**config.mk**
```make
export PLATFORM = sky130hd
export DESIGN_NAME = rocache_top
export DESIGN_NICKNAME = d
export VERILOG_FILES = /design/src/design/wb_pkg.sv /design/src/design/rocache_pkg.sv /design/src/design/rocache_beat_counter.sv /design/src/design/rocache_ctrl.sv /design/src/design/rocache_line_store.sv /design/src/design/rocache_region_decode.sv /design/src/design/rocache_top.sv
export SDC_FILE = /design/constraint.sdc
export NUM_CORES = 2
export LEC_CHECK = 0
export ABC_AREA = 0
export BUFFER_PORTS_ARGS = -buffer_cell sky130_fd_sc_hd__buf_2
export CAP_MARGIN = 25
export CELL_PAD_IN_SITES_DETAIL_PLACEMENT = 0
export CELL_PAD_IN_SITES_GLOBAL_PLACEMENT = 1
export CORE_MARGIN = 4
export CORE_UTILIZATION = 50
export DETAILED_ROUTE_END_ITERATION = 7
export GPL_ROUTABILITY_DRIVEN = 0
export PLACE_DENSITY_LB_ADDON = 0.1
export SLEW_MARGIN = 20
export SYNTH_ARGS = -nofsm -noshare
export SYNTH_HDL_FRONTEND = slang
export SYNTH_HIERARCHICAL = 1
export SYNTH_SLANG_ARGS = --single-unit
```
**constraint.sdc**
```tcl
create_clock -name clk_i -period 11.3 [get_ports clk_i]
set_clock_uncertainty 0.05 [all_clocks]
set_input_delay 2.825 -clock clk_i [delete_from_list [all_inputs] [get_ports clk_i]]
set_output_delay 2.825 -clock clk_i [all_outputs]
set_load 0.03 [all_outputs]
```
**src/design/wb_pkg.sv**
```systemverilog
// Wishbone classic bus types for a 32-bit byte-addressed bus with byte selects
package wb_pkg;

  // ----------------------------------------------------------------------
  // Bus widths
  // ----------------------------------------------------------------------
  localparam int unsigned ADDR_W = 32;
  localparam int unsigned DATA_W = 32;

  // ----------------------------------------------------------------------
  // Bus types
  // ----------------------------------------------------------------------
  // Byte address, the low two bits select a byte inside a word
  typedef logic [ADDR_W-1:0] addr_t;

  typedef logic [DATA_W-1:0] data_t;

  // One select bit per data byte
  typedef logic [DATA_W/8-1:0] sel_t;

endpackage

```
**src/design/rocache_pkg.sv**
```systemverilog
// Geometry of a direct-mapped cache with 16 lines of 4 words; widths follow wb_pkg
package rocache_pkg;

  // ----------------------------------------------------------------------
  // Geometry
  // ----------------------------------------------------------------------
  localparam int unsigned WORDS_PER_LINE = 4;
  localparam int unsigned LINE_COUNT     = 16;
  localparam int unsigned NR_WINDOWS     = 2;

  // Address split, from the lsb upwards: byte, word offset, index, tag
  localparam int unsigned BYTE_OFF_W = 2;
  localparam int unsigned WORD_OFF_W = 2;
  localparam int unsigned INDEX_W    = 4;
  localparam int unsigned TAG_W      = wb_pkg::ADDR_W - INDEX_W - WORD_OFF_W - BYTE_OFF_W;

  // ----------------------------------------------------------------------
  // Storage types
  // ----------------------------------------------------------------------
  // Word 0 sits in the low bits of the line
  typedef logic [WORDS_PER_LINE-1:0][wb_pkg::DATA_W-1:0] line_t;

  typedef struct packed {
    logic             valid;
    logic [TAG_W-1:0] tag;
  } tag_entry_t;

  typedef logic [INDEX_W-1:0] index_t;

endpackage

```
**src/design/rocache_beat_counter.sv**
```systemverilog
// Wraps to zero after the last count; mode_i low counts line words, high counts lines
`timescale 1ns/1ps

module rocache_beat_counter (
  input  logic                clk_i,
  input  logic                rst_ni,
  input  logic                clear_i,
  input  logic                step_i,
  input  logic                mode_i,
  output rocache_pkg::index_t count_o,
  output logic                last_o
);

  rocache_pkg::index_t count_q;
  rocache_pkg::index_t final_count;

  // Refill walks the words of one line, flush walks every line
  assign final_count = mode_i ? rocache_pkg::index_t'(rocache_pkg::LINE_COUNT - 1)
                              : rocache_pkg::index_t'(rocache_pkg::WORDS_PER_LINE - 1);

  assign last_o  = (count_q == final_count);
  assign count_o = count_q;

  // ----------------------------------------------------------------------
  // Count register
  // ----------------------------------------------------------------------
  always_ff @(posedge clk_i or negedge rst_ni) begin
    if (!rst_ni) begin
      count_q <= '0;
    end else if (clear_i) begin
      count_q <= '0;
    end else if (step_i) begin
      if (last_o) begin
        count_q <= '0;
      end else begin
        count_q <= count_q + rocache_pkg::index_t'(1);
      end
    end
  end

endmodule

```
**src/design/rocache_ctrl.sv**
```systemverilog
// One request at a time; slave inputs must stay stable until ack_o or err_o is seen
`timescale 1ns/1ps

module rocache_ctrl (
  input  logic                    clk_i,
  input  logic                    rst_ni,
  // Slave port
  input  logic                    cyc_i,
  input  logic                    stb_i,
  input  logic                    we_i,
  input  wb_pkg::addr_t           adr_i,
  input  wb_pkg::data_t           dat_i,
  input  wb_pkg::sel_t            sel_i,
  output wb_pkg::data_t           dat_o,
  output logic                    ack_o,
  output logic                    err_o,
  input  logic                    cacheable_i,
  input  logic                    flush_valid_i,
  output logic                    flush_ready_o,
  // Master port
  output logic                    m_cyc_o,
  output logic                    m_stb_o,
  output logic                    m_we_o,
  output wb_pkg::addr_t           m_adr_o,
  output wb_pkg::data_t           m_dat_o,
  output wb_pkg::sel_t            m_sel_o,
  input  wb_pkg::data_t           m_dat_i,
  input  logic                    m_ack_i,
  input  logic                    m_err_i,
  // Counter
  output logic                    cnt_clear_o,
  output logic                    cnt_step_o,
  output logic                    cnt_mode_o,
  input  rocache_pkg::index_t     count_i,
  input  logic                    last_i,
  // Tag and data stores
  output rocache_pkg::index_t     rd_index_o,
  output logic                    wr_en_o,
  output rocache_pkg::index_t     wr_index_o,
  output rocache_pkg::tag_entry_t tag_wr_o,
  output rocache_pkg::line_t      line_wr_o,
  input  rocache_pkg::tag_entry_t tag_rd_i,
  input  rocache_pkg::line_t      line_rd_i
);

  typedef enum logic [2:0] {
    ST_FLUSH,
    ST_IDLE,
    ST_LOOKUP,
    ST_REFILL,
    ST_FILL_WRITE,
    ST_BYPASS,
    ST_RESPOND
  } state_e;

  state_e                                  state_q;
  state_e                                  state_d;
  logic                                    gap_q;
  logic                                    err_q;
  logic                                    init_done_q;
  logic                                    flush_ready_q;
  rocache_pkg::line_t                      line_q;
  wb_pkg::data_t                           data_q;
  logic [rocache_pkg::WORD_OFF_W-1:0]      req_off;
  rocache_pkg::index_t                     req_index;
  logic [rocache_pkg::TAG_W-1:0]           req_tag;
  logic                                    hit;
  logic                                    beat_done;

  // ----------------------------------------------------------------------
  // Request address split
  // ----------------------------------------------------------------------
  assign req_off   = adr_i[rocache_pkg::BYTE_OFF_W +: rocache_pkg::WORD_OFF_W];
  assign req_index = adr_i[rocache_pkg::BYTE_OFF_W + rocache_pkg::WORD_OFF_W +:
                           rocache_pkg::INDEX_W];
  assign req_tag   = adr_i[wb_pkg::ADDR_W-1 -: rocache_pkg::TAG_W];

  // Stores are read with the held request address, valid one cycle later in lookup
  assign rd_index_o = req_index;
  assign hit        = tag_rd_i.valid && (tag_rd_i.tag == req_tag);

  // A master cycle ends on either ack or err
  assign beat_done = m_cyc_o && (m_ack_i || m_err_i);

  // ----------------------------------------------------------------------
  // Next state
  // ----------------------------------------------------------------------
  always_comb begin
    state_d = state_q;
    unique case (state_q)
      ST_FLUSH: begin
        if (last_i) begin
          state_d = ST_IDLE;
        end
      end
      ST_IDLE: begin
        // The cycle with flush_ready_o high closes the handshake, so no restart then
        if (flush_valid_i && !flush_ready_q) begin
          state_d = ST_FLUSH;
        end else if (cyc_i && stb_i) begin
          state_d = cacheable_i ? ST_LOOKUP : ST_BYPASS;
        end
      end
      ST_LOOKUP: begin
        state_d = hit ? ST_RESPOND : ST_REFILL;
      end
      ST_REFILL: begin
        if (beat_done && last_i) begin
          state_d = ST_FILL_WRITE;
        end
      end
      ST_FILL_WRITE: begin
        state_d = ST_RESPOND;
      end
      ST_BYPASS: begin
        if (beat_done) begin
          state_d = ST_RESPOND;
        end
      end
      ST_RESPOND: begin
        state_d = ST_IDLE;
      end
      default: begin
        state_d = ST_FLUSH;
      end
    endcase
  end

  // ----------------------------------------------------------------------
  // Master port, counter and store controls
  // ----------------------------------------------------------------------
  always_comb begin
    m_cyc_o        = 1'b0;
    m_stb_o        = 1'b0;
    m_we_o         = 1'b0;
    m_adr_o        = adr_i;
    m_dat_o        = dat_i;
    m_sel_o        = sel_i;
    cnt_clear_o    = 1'b0;
    cnt_step_o     = 1'b0;
    cnt_mode_o     = 1'b0;
    wr_en_o        = 1'b0;
    wr_index_o     = req_index;
    tag_wr_o.valid = !err_q;
    tag_wr_o.tag   = req_tag;
    unique case (state_q)
      ST_FLUSH: begin
        // One invalid entry per cycle, walking all lines
        cnt_mode_o     = 1'b1;
        cnt_step_o     = 1'b1;
        wr_en_o        = 1'b1;
        wr_index_o     = count_i;
        tag_wr_o.valid = 1'b0;
      end
      ST_IDLE, ST_LOOKUP: begin
        cnt_clear_o = 1'b1;
      end
      ST_REFILL: begin
        // Single-beat reads with one idle cycle between them
        m_cyc_o    = !gap_q;
        m_stb_o    = !gap_q;
        m_adr_o    = {adr_i[wb_pkg::ADDR_W-1:rocache_pkg::BYTE_OFF_W + rocache_pkg::WORD_OFF_W],
                      count_i[rocache_pkg::WORD_OFF_W-1:0],
                      {rocache_pkg::BYTE_OFF_W{1'b0}}};
        m_sel_o    = '1;
        cnt_step_o = beat_done;
      end
      ST_FILL_WRITE: begin
        // Entry stays invalid if any refill beat failed
        wr_en_o = 1'b1;
      end
      ST_BYPASS: begin
        m_cyc_o = 1'b1;
        m_stb_o = 1'b1;
        m_we_o  = we_i;
      end
      default: begin
      end
    endcase
  end

  assign line_wr_o     = line_q;
  assign dat_o         = data_q;
  assign ack_o         = (state_q == ST_RESPOND) && !err_q;
  assign err_o         = (state_q == ST_RESPOND) && err_q;
  assign flush_ready_o = flush_ready_q;

  // ----------------------------------------------------------------------
  // Control registers
  // ----------------------------------------------------------------------
  always_ff @(posedge clk_i or negedge rst_ni) begin
    if (!rst_ni) begin
      state_q       <= ST_FLUSH;
      gap_q         <= 1'b0;
      err_q         <= 1'b0;
      init_done_q   <= 1'b0;
      flush_ready_q <= 1'b0;
    end else begin
      state_q <= state_d;
      gap_q   <= (state_q == ST_REFILL) && beat_done && !last_i;
      // The flush after reset has no requester, so it gives no ready pulse
      flush_ready_q <= (state_q == ST_FLUSH) && last_i && init_done_q;
      if (state_q == ST_IDLE) begin
        init_done_q <= 1'b1;
        err_q       <= 1'b0;
      end else if (beat_done && m_err_i) begin
        err_q <= 1'b1;
      end
    end
  end

  // ----------------------------------------------------------------------
  // Line assembly and response data
  // ----------------------------------------------------------------------
  always_ff @(posedge clk_i) begin
    if ((state_q == ST_REFILL) && beat_done) begin
      line_q[count_i[rocache_pkg::WORD_OFF_W-1:0]] <= m_dat_i;
    end
    if (state_q == ST_LOOKUP) begin
      data_q <= line_rd_i[req_off];
    end else if (state_q == ST_FILL_WRITE) begin
      data_q <= line_q[req_off];
    end else if ((state_q == ST_BYPASS) && beat_done) begin
      data_q <= m_dat_i;
    end
  end

endmodule

```
**src/design/rocache_line_store.sv**
```systemverilog
// Read data appears one cycle after the index; a same-cycle write to that index reads old data
`timescale 1ns/1ps

module rocache_line_store #(
  parameter type payload_t = rocache_pkg::line_t
) (
  input  logic                clk_i,
  input  logic                rst_ni,
  input  rocache_pkg::index_t rd_index_i,
  input  logic                wr_en_i,
  input  rocache_pkg::index_t wr_index_i,
  input  payload_t            wr_data_i,
  output payload_t            rd_data_o
);

  payload_t mem_q [rocache_pkg::LINE_COUNT];

  // ----------------------------------------------------------------------
  // Write port
  // ----------------------------------------------------------------------
  always_ff @(posedge clk_i) begin
    if (wr_en_i) begin
      mem_q[wr_index_i] <= wr_data_i;
    end
  end

  // ----------------------------------------------------------------------
  // Registered read port
  // ----------------------------------------------------------------------
  always_ff @(posedge clk_i or negedge rst_ni) begin
    if (!rst_ni) begin
      rd_data_o <= '0;
    end else begin
      rd_data_o <= mem_q[rd_index_i];
    end
  end

endmodule

```
**src/design/rocache_region_decode.sv**
```systemverilog
// Windows are half-open [start, end); end must be above start, writes never cacheable
`timescale 1ns/1ps

module rocache_region_decode (
  input  logic          enable_i,
  input  wb_pkg::addr_t adr_i,
  input  logic          we_i,
  input  wb_pkg::addr_t start_addr_i [rocache_pkg::NR_WINDOWS],
  input  wb_pkg::addr_t end_addr_i   [rocache_pkg::NR_WINDOWS],
  output logic          cacheable_o
);

  logic [rocache_pkg::NR_WINDOWS-1:0] win_hit;
  logic                               in_window;

  // ----------------------------------------------------------------------
  // Per-window range compare
  // ----------------------------------------------------------------------
  for (genvar i = 0; i < rocache_pkg::NR_WINDOWS; i++) begin : gen_window
    assign win_hit[i] = (adr_i >= start_addr_i[i]) && (adr_i < end_addr_i[i]);
  end

  // Overlapping windows are harmless, any match counts
  assign in_window = |win_hit;

  // Only reads are served from the line store
  assign cacheable_o = enable_i && !we_i && in_window;

endmodule

```
**src/design/rocache_top.sv**
```systemverilog
// Read-only cache between a Wishbone classic slave and master; writes always bypass
`timescale 1ns/1ps

module rocache_top (
  input  logic          clk_i,
  input  logic          rst_ni,
  input  logic          enable_i,
  input  wb_pkg::addr_t start_addr_i [rocache_pkg::NR_WINDOWS],
  input  wb_pkg::addr_t end_addr_i   [rocache_pkg::NR_WINDOWS],
  input  logic          flush_valid_i,
  output logic          flush_ready_o,
  // Slave port
  input  logic          cyc_i,
  input  logic          stb_i,
  input  logic          we_i,
  input  wb_pkg::addr_t adr_i,
  input  wb_pkg::data_t dat_i,
  input  wb_pkg::sel_t  sel_i,
  output wb_pkg::data_t dat_o,
  output logic          ack_o,
  output logic          err_o,
  // Master port
  output logic          m_cyc_o,
  output logic          m_stb_o,
  output logic          m_we_o,
  output wb_pkg::addr_t m_adr_o,
  output wb_pkg::data_t m_dat_o,
  output wb_pkg::sel_t  m_sel_o,
  input  wb_pkg::data_t m_dat_i,
  input  logic          m_ack_i,
  input  logic          m_err_i
);

  logic                    cacheable;
  logic                    cnt_clear;
  logic                    cnt_step;
  logic                    cnt_mode;
  rocache_pkg::index_t     count;
  logic                    cnt_last;
  rocache_pkg::index_t     rd_index;
  logic                    wr_en;
  rocache_pkg::index_t     wr_index;
  rocache_pkg::tag_entry_t tag_wr;
  rocache_pkg::tag_entry_t tag_rd;
  rocache_pkg::line_t      line_wr;
  rocache_pkg::line_t      line_rd;

  rocache_region_decode u_region_decode (
    .enable_i     (enable_i),
    .adr_i        (adr_i),
    .we_i         (we_i),
    .start_addr_i (start_addr_i),
    .end_addr_i   (end_addr_i),
    .cacheable_o  (cacheable)
  );

  rocache_beat_counter u_beat_counter (
    .clk_i   (clk_i),
    .rst_ni  (rst_ni),
    .clear_i (cnt_clear),
    .step_i  (cnt_step),
    .mode_i  (cnt_mode),
    .count_o (count),
    .last_o  (cnt_last)
  );

  // Tags and lines share the index and write strobe
  rocache_line_store #(
    .payload_t (rocache_pkg::tag_entry_t)
  ) u_tag_store (
    .clk_i      (clk_i),
    .rst_ni     (rst_ni),
    .rd_index_i (rd_index),
    .wr_en_i    (wr_en),
    .wr_index_i (wr_index),
    .wr_data_i  (tag_wr),
    .rd_data_o  (tag_rd)
  );

  rocache_line_store #(
    .payload_t (rocache_pkg::line_t)
  ) u_data_store (
    .clk_i      (clk_i),
    .rst_ni     (rst_ni),
    .rd_index_i (rd_index),
    .wr_en_i    (wr_en),
    .wr_index_i (wr_index),
    .wr_data_i  (line_wr),
    .rd_data_o  (line_rd)
  );

  rocache_ctrl u_ctrl (
    .clk_i         (clk_i),
    .rst_ni        (rst_ni),
    .cyc_i         (cyc_i),
    .stb_i         (stb_i),
    .we_i          (we_i),
    .adr_i         (adr_i),
    .dat_i         (dat_i),
    .sel_i         (sel_i),
    .dat_o         (dat_o),
    .ack_o         (ack_o),
    .err_o         (err_o),
    .cacheable_i   (cacheable),
    .flush_valid_i (flush_valid_i),
    .flush_ready_o (flush_ready_o),
    .m_cyc_o       (m_cyc_o),
    .m_stb_o       (m_stb_o),
    .m_we_o        (m_we_o),
    .m_adr_o       (m_adr_o),
    .m_dat_o       (m_dat_o),
    .m_sel_o       (m_sel_o),
    .m_dat_i       (m_dat_i),
    .m_ack_i       (m_ack_i),
    .m_err_i       (m_err_i),
    .cnt_clear_o   (cnt_clear),
    .cnt_step_o    (cnt_step),
    .cnt_mode_o    (cnt_mode),
    .count_i       (count),
    .last_i        (cnt_last),
    .rd_index_o    (rd_index),
    .wr_en_o       (wr_en),
    .wr_index_o    (wr_index),
    .tag_wr_o      (tag_wr),
    .line_wr_o     (line_wr),
    .tag_rd_i      (tag_rd),
    .line_rd_i     (line_rd)
  );

endmodule

```
==> reports/results.ini <==
[timing]
slew_headroom_pct=26.9
timing.fmax_mhz=142
layout_min_cycle_time_ps=7050
slew_viol_final=0
hold_slack_ps=429
rsz0062_at_grt=no
setup_viol=0
setup_tns_ps=0
finalCritPeriodShare_pct=62.4
worst_pin_slew_ps=1090
hold_viol_final=0

[place]
portBuffers=278
dpl_cell_area_um2=112000
dp_hpwl_mm=138
place_inst=7917

[floorplanning]
initial_core_util_pct=50.2
core_um2=214000
pin_count=343
die-area_um2=223000
row_count=170
die_x_um=472
die_h_um=472

[synthesis]
yosysMostFrequentCell=edfxtp_1
postSynthAreaPerCell_um2=21.4
ys_async_sr_fraction_pct=5.92
synth_area_leaders=edfxtp_1 (73%), mux4_2 (13%), dfrtp_1 (3.8%), a22oi_1 (1.9%), ha_1 (1.5%)
synth_common_cells=edfxtp_1 (2608), mux4_2 (643), a22oi_1 (267), dfrtp_1 (164), nand2_1 (163)
synth-edff-count=2608
yosysSeqAreaShare_pct=76.6
ys_types=71
synth_top_area_share_pct=72.8
synthCells=5020
synth_largest_area_cell=edfxtp_1
synthFlopType=edfxtp_1
yosysWarnings=6
ys_ff_latch=2772
synth_area_um2=108000
synth_fp_nets=5384

[drt]
drt-initial-drc-count=4900
via_per_inst=6.20
antenna_left=0
drc=0
wl_mm=277
drt_first_pass_iters=7
routed-via-count=52357
wl_per_cell_um=32.7

[power]
leakagePower_nw=40.1
power_mw=24.1
pwr_density_cell_nw_per_um2=198
ir_drop_v=0.000142

[cells_and_area]
drive_gt1_share_pct=27.9
fin_cells=8447
final.fill_count=15983
nNetsFinal=5743
synthToLayoutAreaGrowth_pct=12.8
fin_area_um2=121000

[cts]
cts.sinks=2772
cts.hold.buffers_added=0
cts_buffers=296
clk_latency_ps=930
h-tree-depth=5
clk_path_buf_depth=4
cts_tree=yes
cts-root-buf=clkbuf_16
post_cts_buffers=0
clkTransAtPathRegs_ps=60
cts.repair.resized=0

[min_path]
worstHoldPathType=flop to flop
holdPathStages=1
min_from=u_ctrl/init_done_q$_DFFE_PN0P_

[global_route]
overflow=0
grt_pass1_wl_mm=395
antenna_found_initial=19
grt_use_total_pct=24.9
grt_pass1_vias=53949
grt_max_degree=114

[status]
status=complete, no violations

[worst_setup_path]
rr_worst_depth=6
cp_max_fo=51
critPathArrivalTime_ps=4180
worstPathRequired_ps=8430
end_kind=primary output
regToRegStartpoint=u_ctrl/state_q[1]$_DFFE_PN0P_
crit_type=input pin to primary output
startpoint=adr_i[4]
start_kind=input pin

[flow_run]
maxCapViolCount=0

-- cell usage in the layout (no fill, tap or decap), types with 34 or more instances in the layout --
master,instances
edfxtp_1,2608
mux4_2,643
clkbuf_16,302
buf_2,271
a22oi_1,267
dfrtp_1,164
nand2_1,161
ha_1,127
inv_1,126
clkbuf_1,86
nor2_1,86
buf_4,82
mux2_2,63
a21oi_1,45
clkinv_1,44
clkinv_2,34
-- registers in the layout, indices dropped and copies added (netlist names) --
name,flops
u_ctrl/err_q,1
u_ctrl/flush_ready_o,1
u_ctrl/state_q,3
u_ctrl/init_done_q,1
u_data_store/mem_q,2048
u_beat_counter/count_o,4
u_ctrl/gap_q,1
u_ctrl/line_wr_o,128
u_ctrl/dat_o,32
u_tag_store/rd_data_o,25
u_data_store/rd_data_o,128
u_tag_store/mem_q,400
-- critical path, cell delays in order --
cell and delay, ps:
buf_8 440, buf_4 590, buf_2 310
-- power breakdown --
group | switching, mW | total, mW | internal [mW] | leakage (nW)
registers | 0.279 | 12.4 | 12.1 | 25.5
logic | 1.73 | 2.51 | 0.778 | 10.2
clock network | 3.76 | 9.14 | 5.39 | 4.46
-- layout make-up --
| cell class | instances | area (um^2) | area share [%] |
|---|---|---|---|
| multi-input cells | 1795 | 23200 | 19.1 |
| well taps | 2838 | 3550 | 2.92 |
| inverters | 126 | 473 | 0.389 |
| flip-flops and latches | 2772 | 82400 | 67.9 |
| repair buffers | 388 | 2690 | 2.22 |
| diodes | 8 | 20.0 | 0.0165 |
| clock buffers | 421 | 8330 | 6.86 |
| clock inverters | 99 | 778 | 0.641 |
-- per-layer routing --
layer  vias to the layer above  share of wire, %  global-route usage [%]
met3                       368               6.3                    3.88
met1                     28570                42                    35.8
met4                         4               2.3                    6.59
met5                         -            0.0094                       0
met2                      1912                49                    40.3
li1                      21503                 -                       -
-- cells by family (layout without fill, tap and decap cells) --
family	after synthesis	count (layout)	synth area share (%)
adders and majority gates	127	127	1.48
other	0	8	0
buffers and inverters	453	1034	2.23
AOI/OAI and AO/OA	477	477	3.23
and+or+nand+nor	432	432	1.91
DFF	2772	2772	76.6
muxes	734	734	14.4
xor gates and xnor gates	25	25	0.203
-- worst paths after layout --
kind,end,slack (ps)
worst min register to register,u_ctrl/init_done_q$_DFFE_PN0P_,430
min in group asynchronous,u_data_store/rd_data_o[15]$_DFF_PN0_,1980
worst max-delay path,m_adr_o[4],4250
max in group asynchronous,u_data_store/rd_data_o[88]$_DFF_PN0_,7550
worst max register to register,u_data_store/mem_q[9][88]$_DFFE_PP_,6450
worst min-delay path,u_ctrl/init_done_q$_DFFE_PN0P_,430
-- through the flow --
step,utilization [%],setup WS (ps)
final,56.6,4250
after global routing,56.6,4070
after CTS,56.6,4150
after detailed placement,52.4,4100
after global placement,52.3,4140
after floorplan,-,1650
No activity file was read; power rests on OpenSTA's default activity.
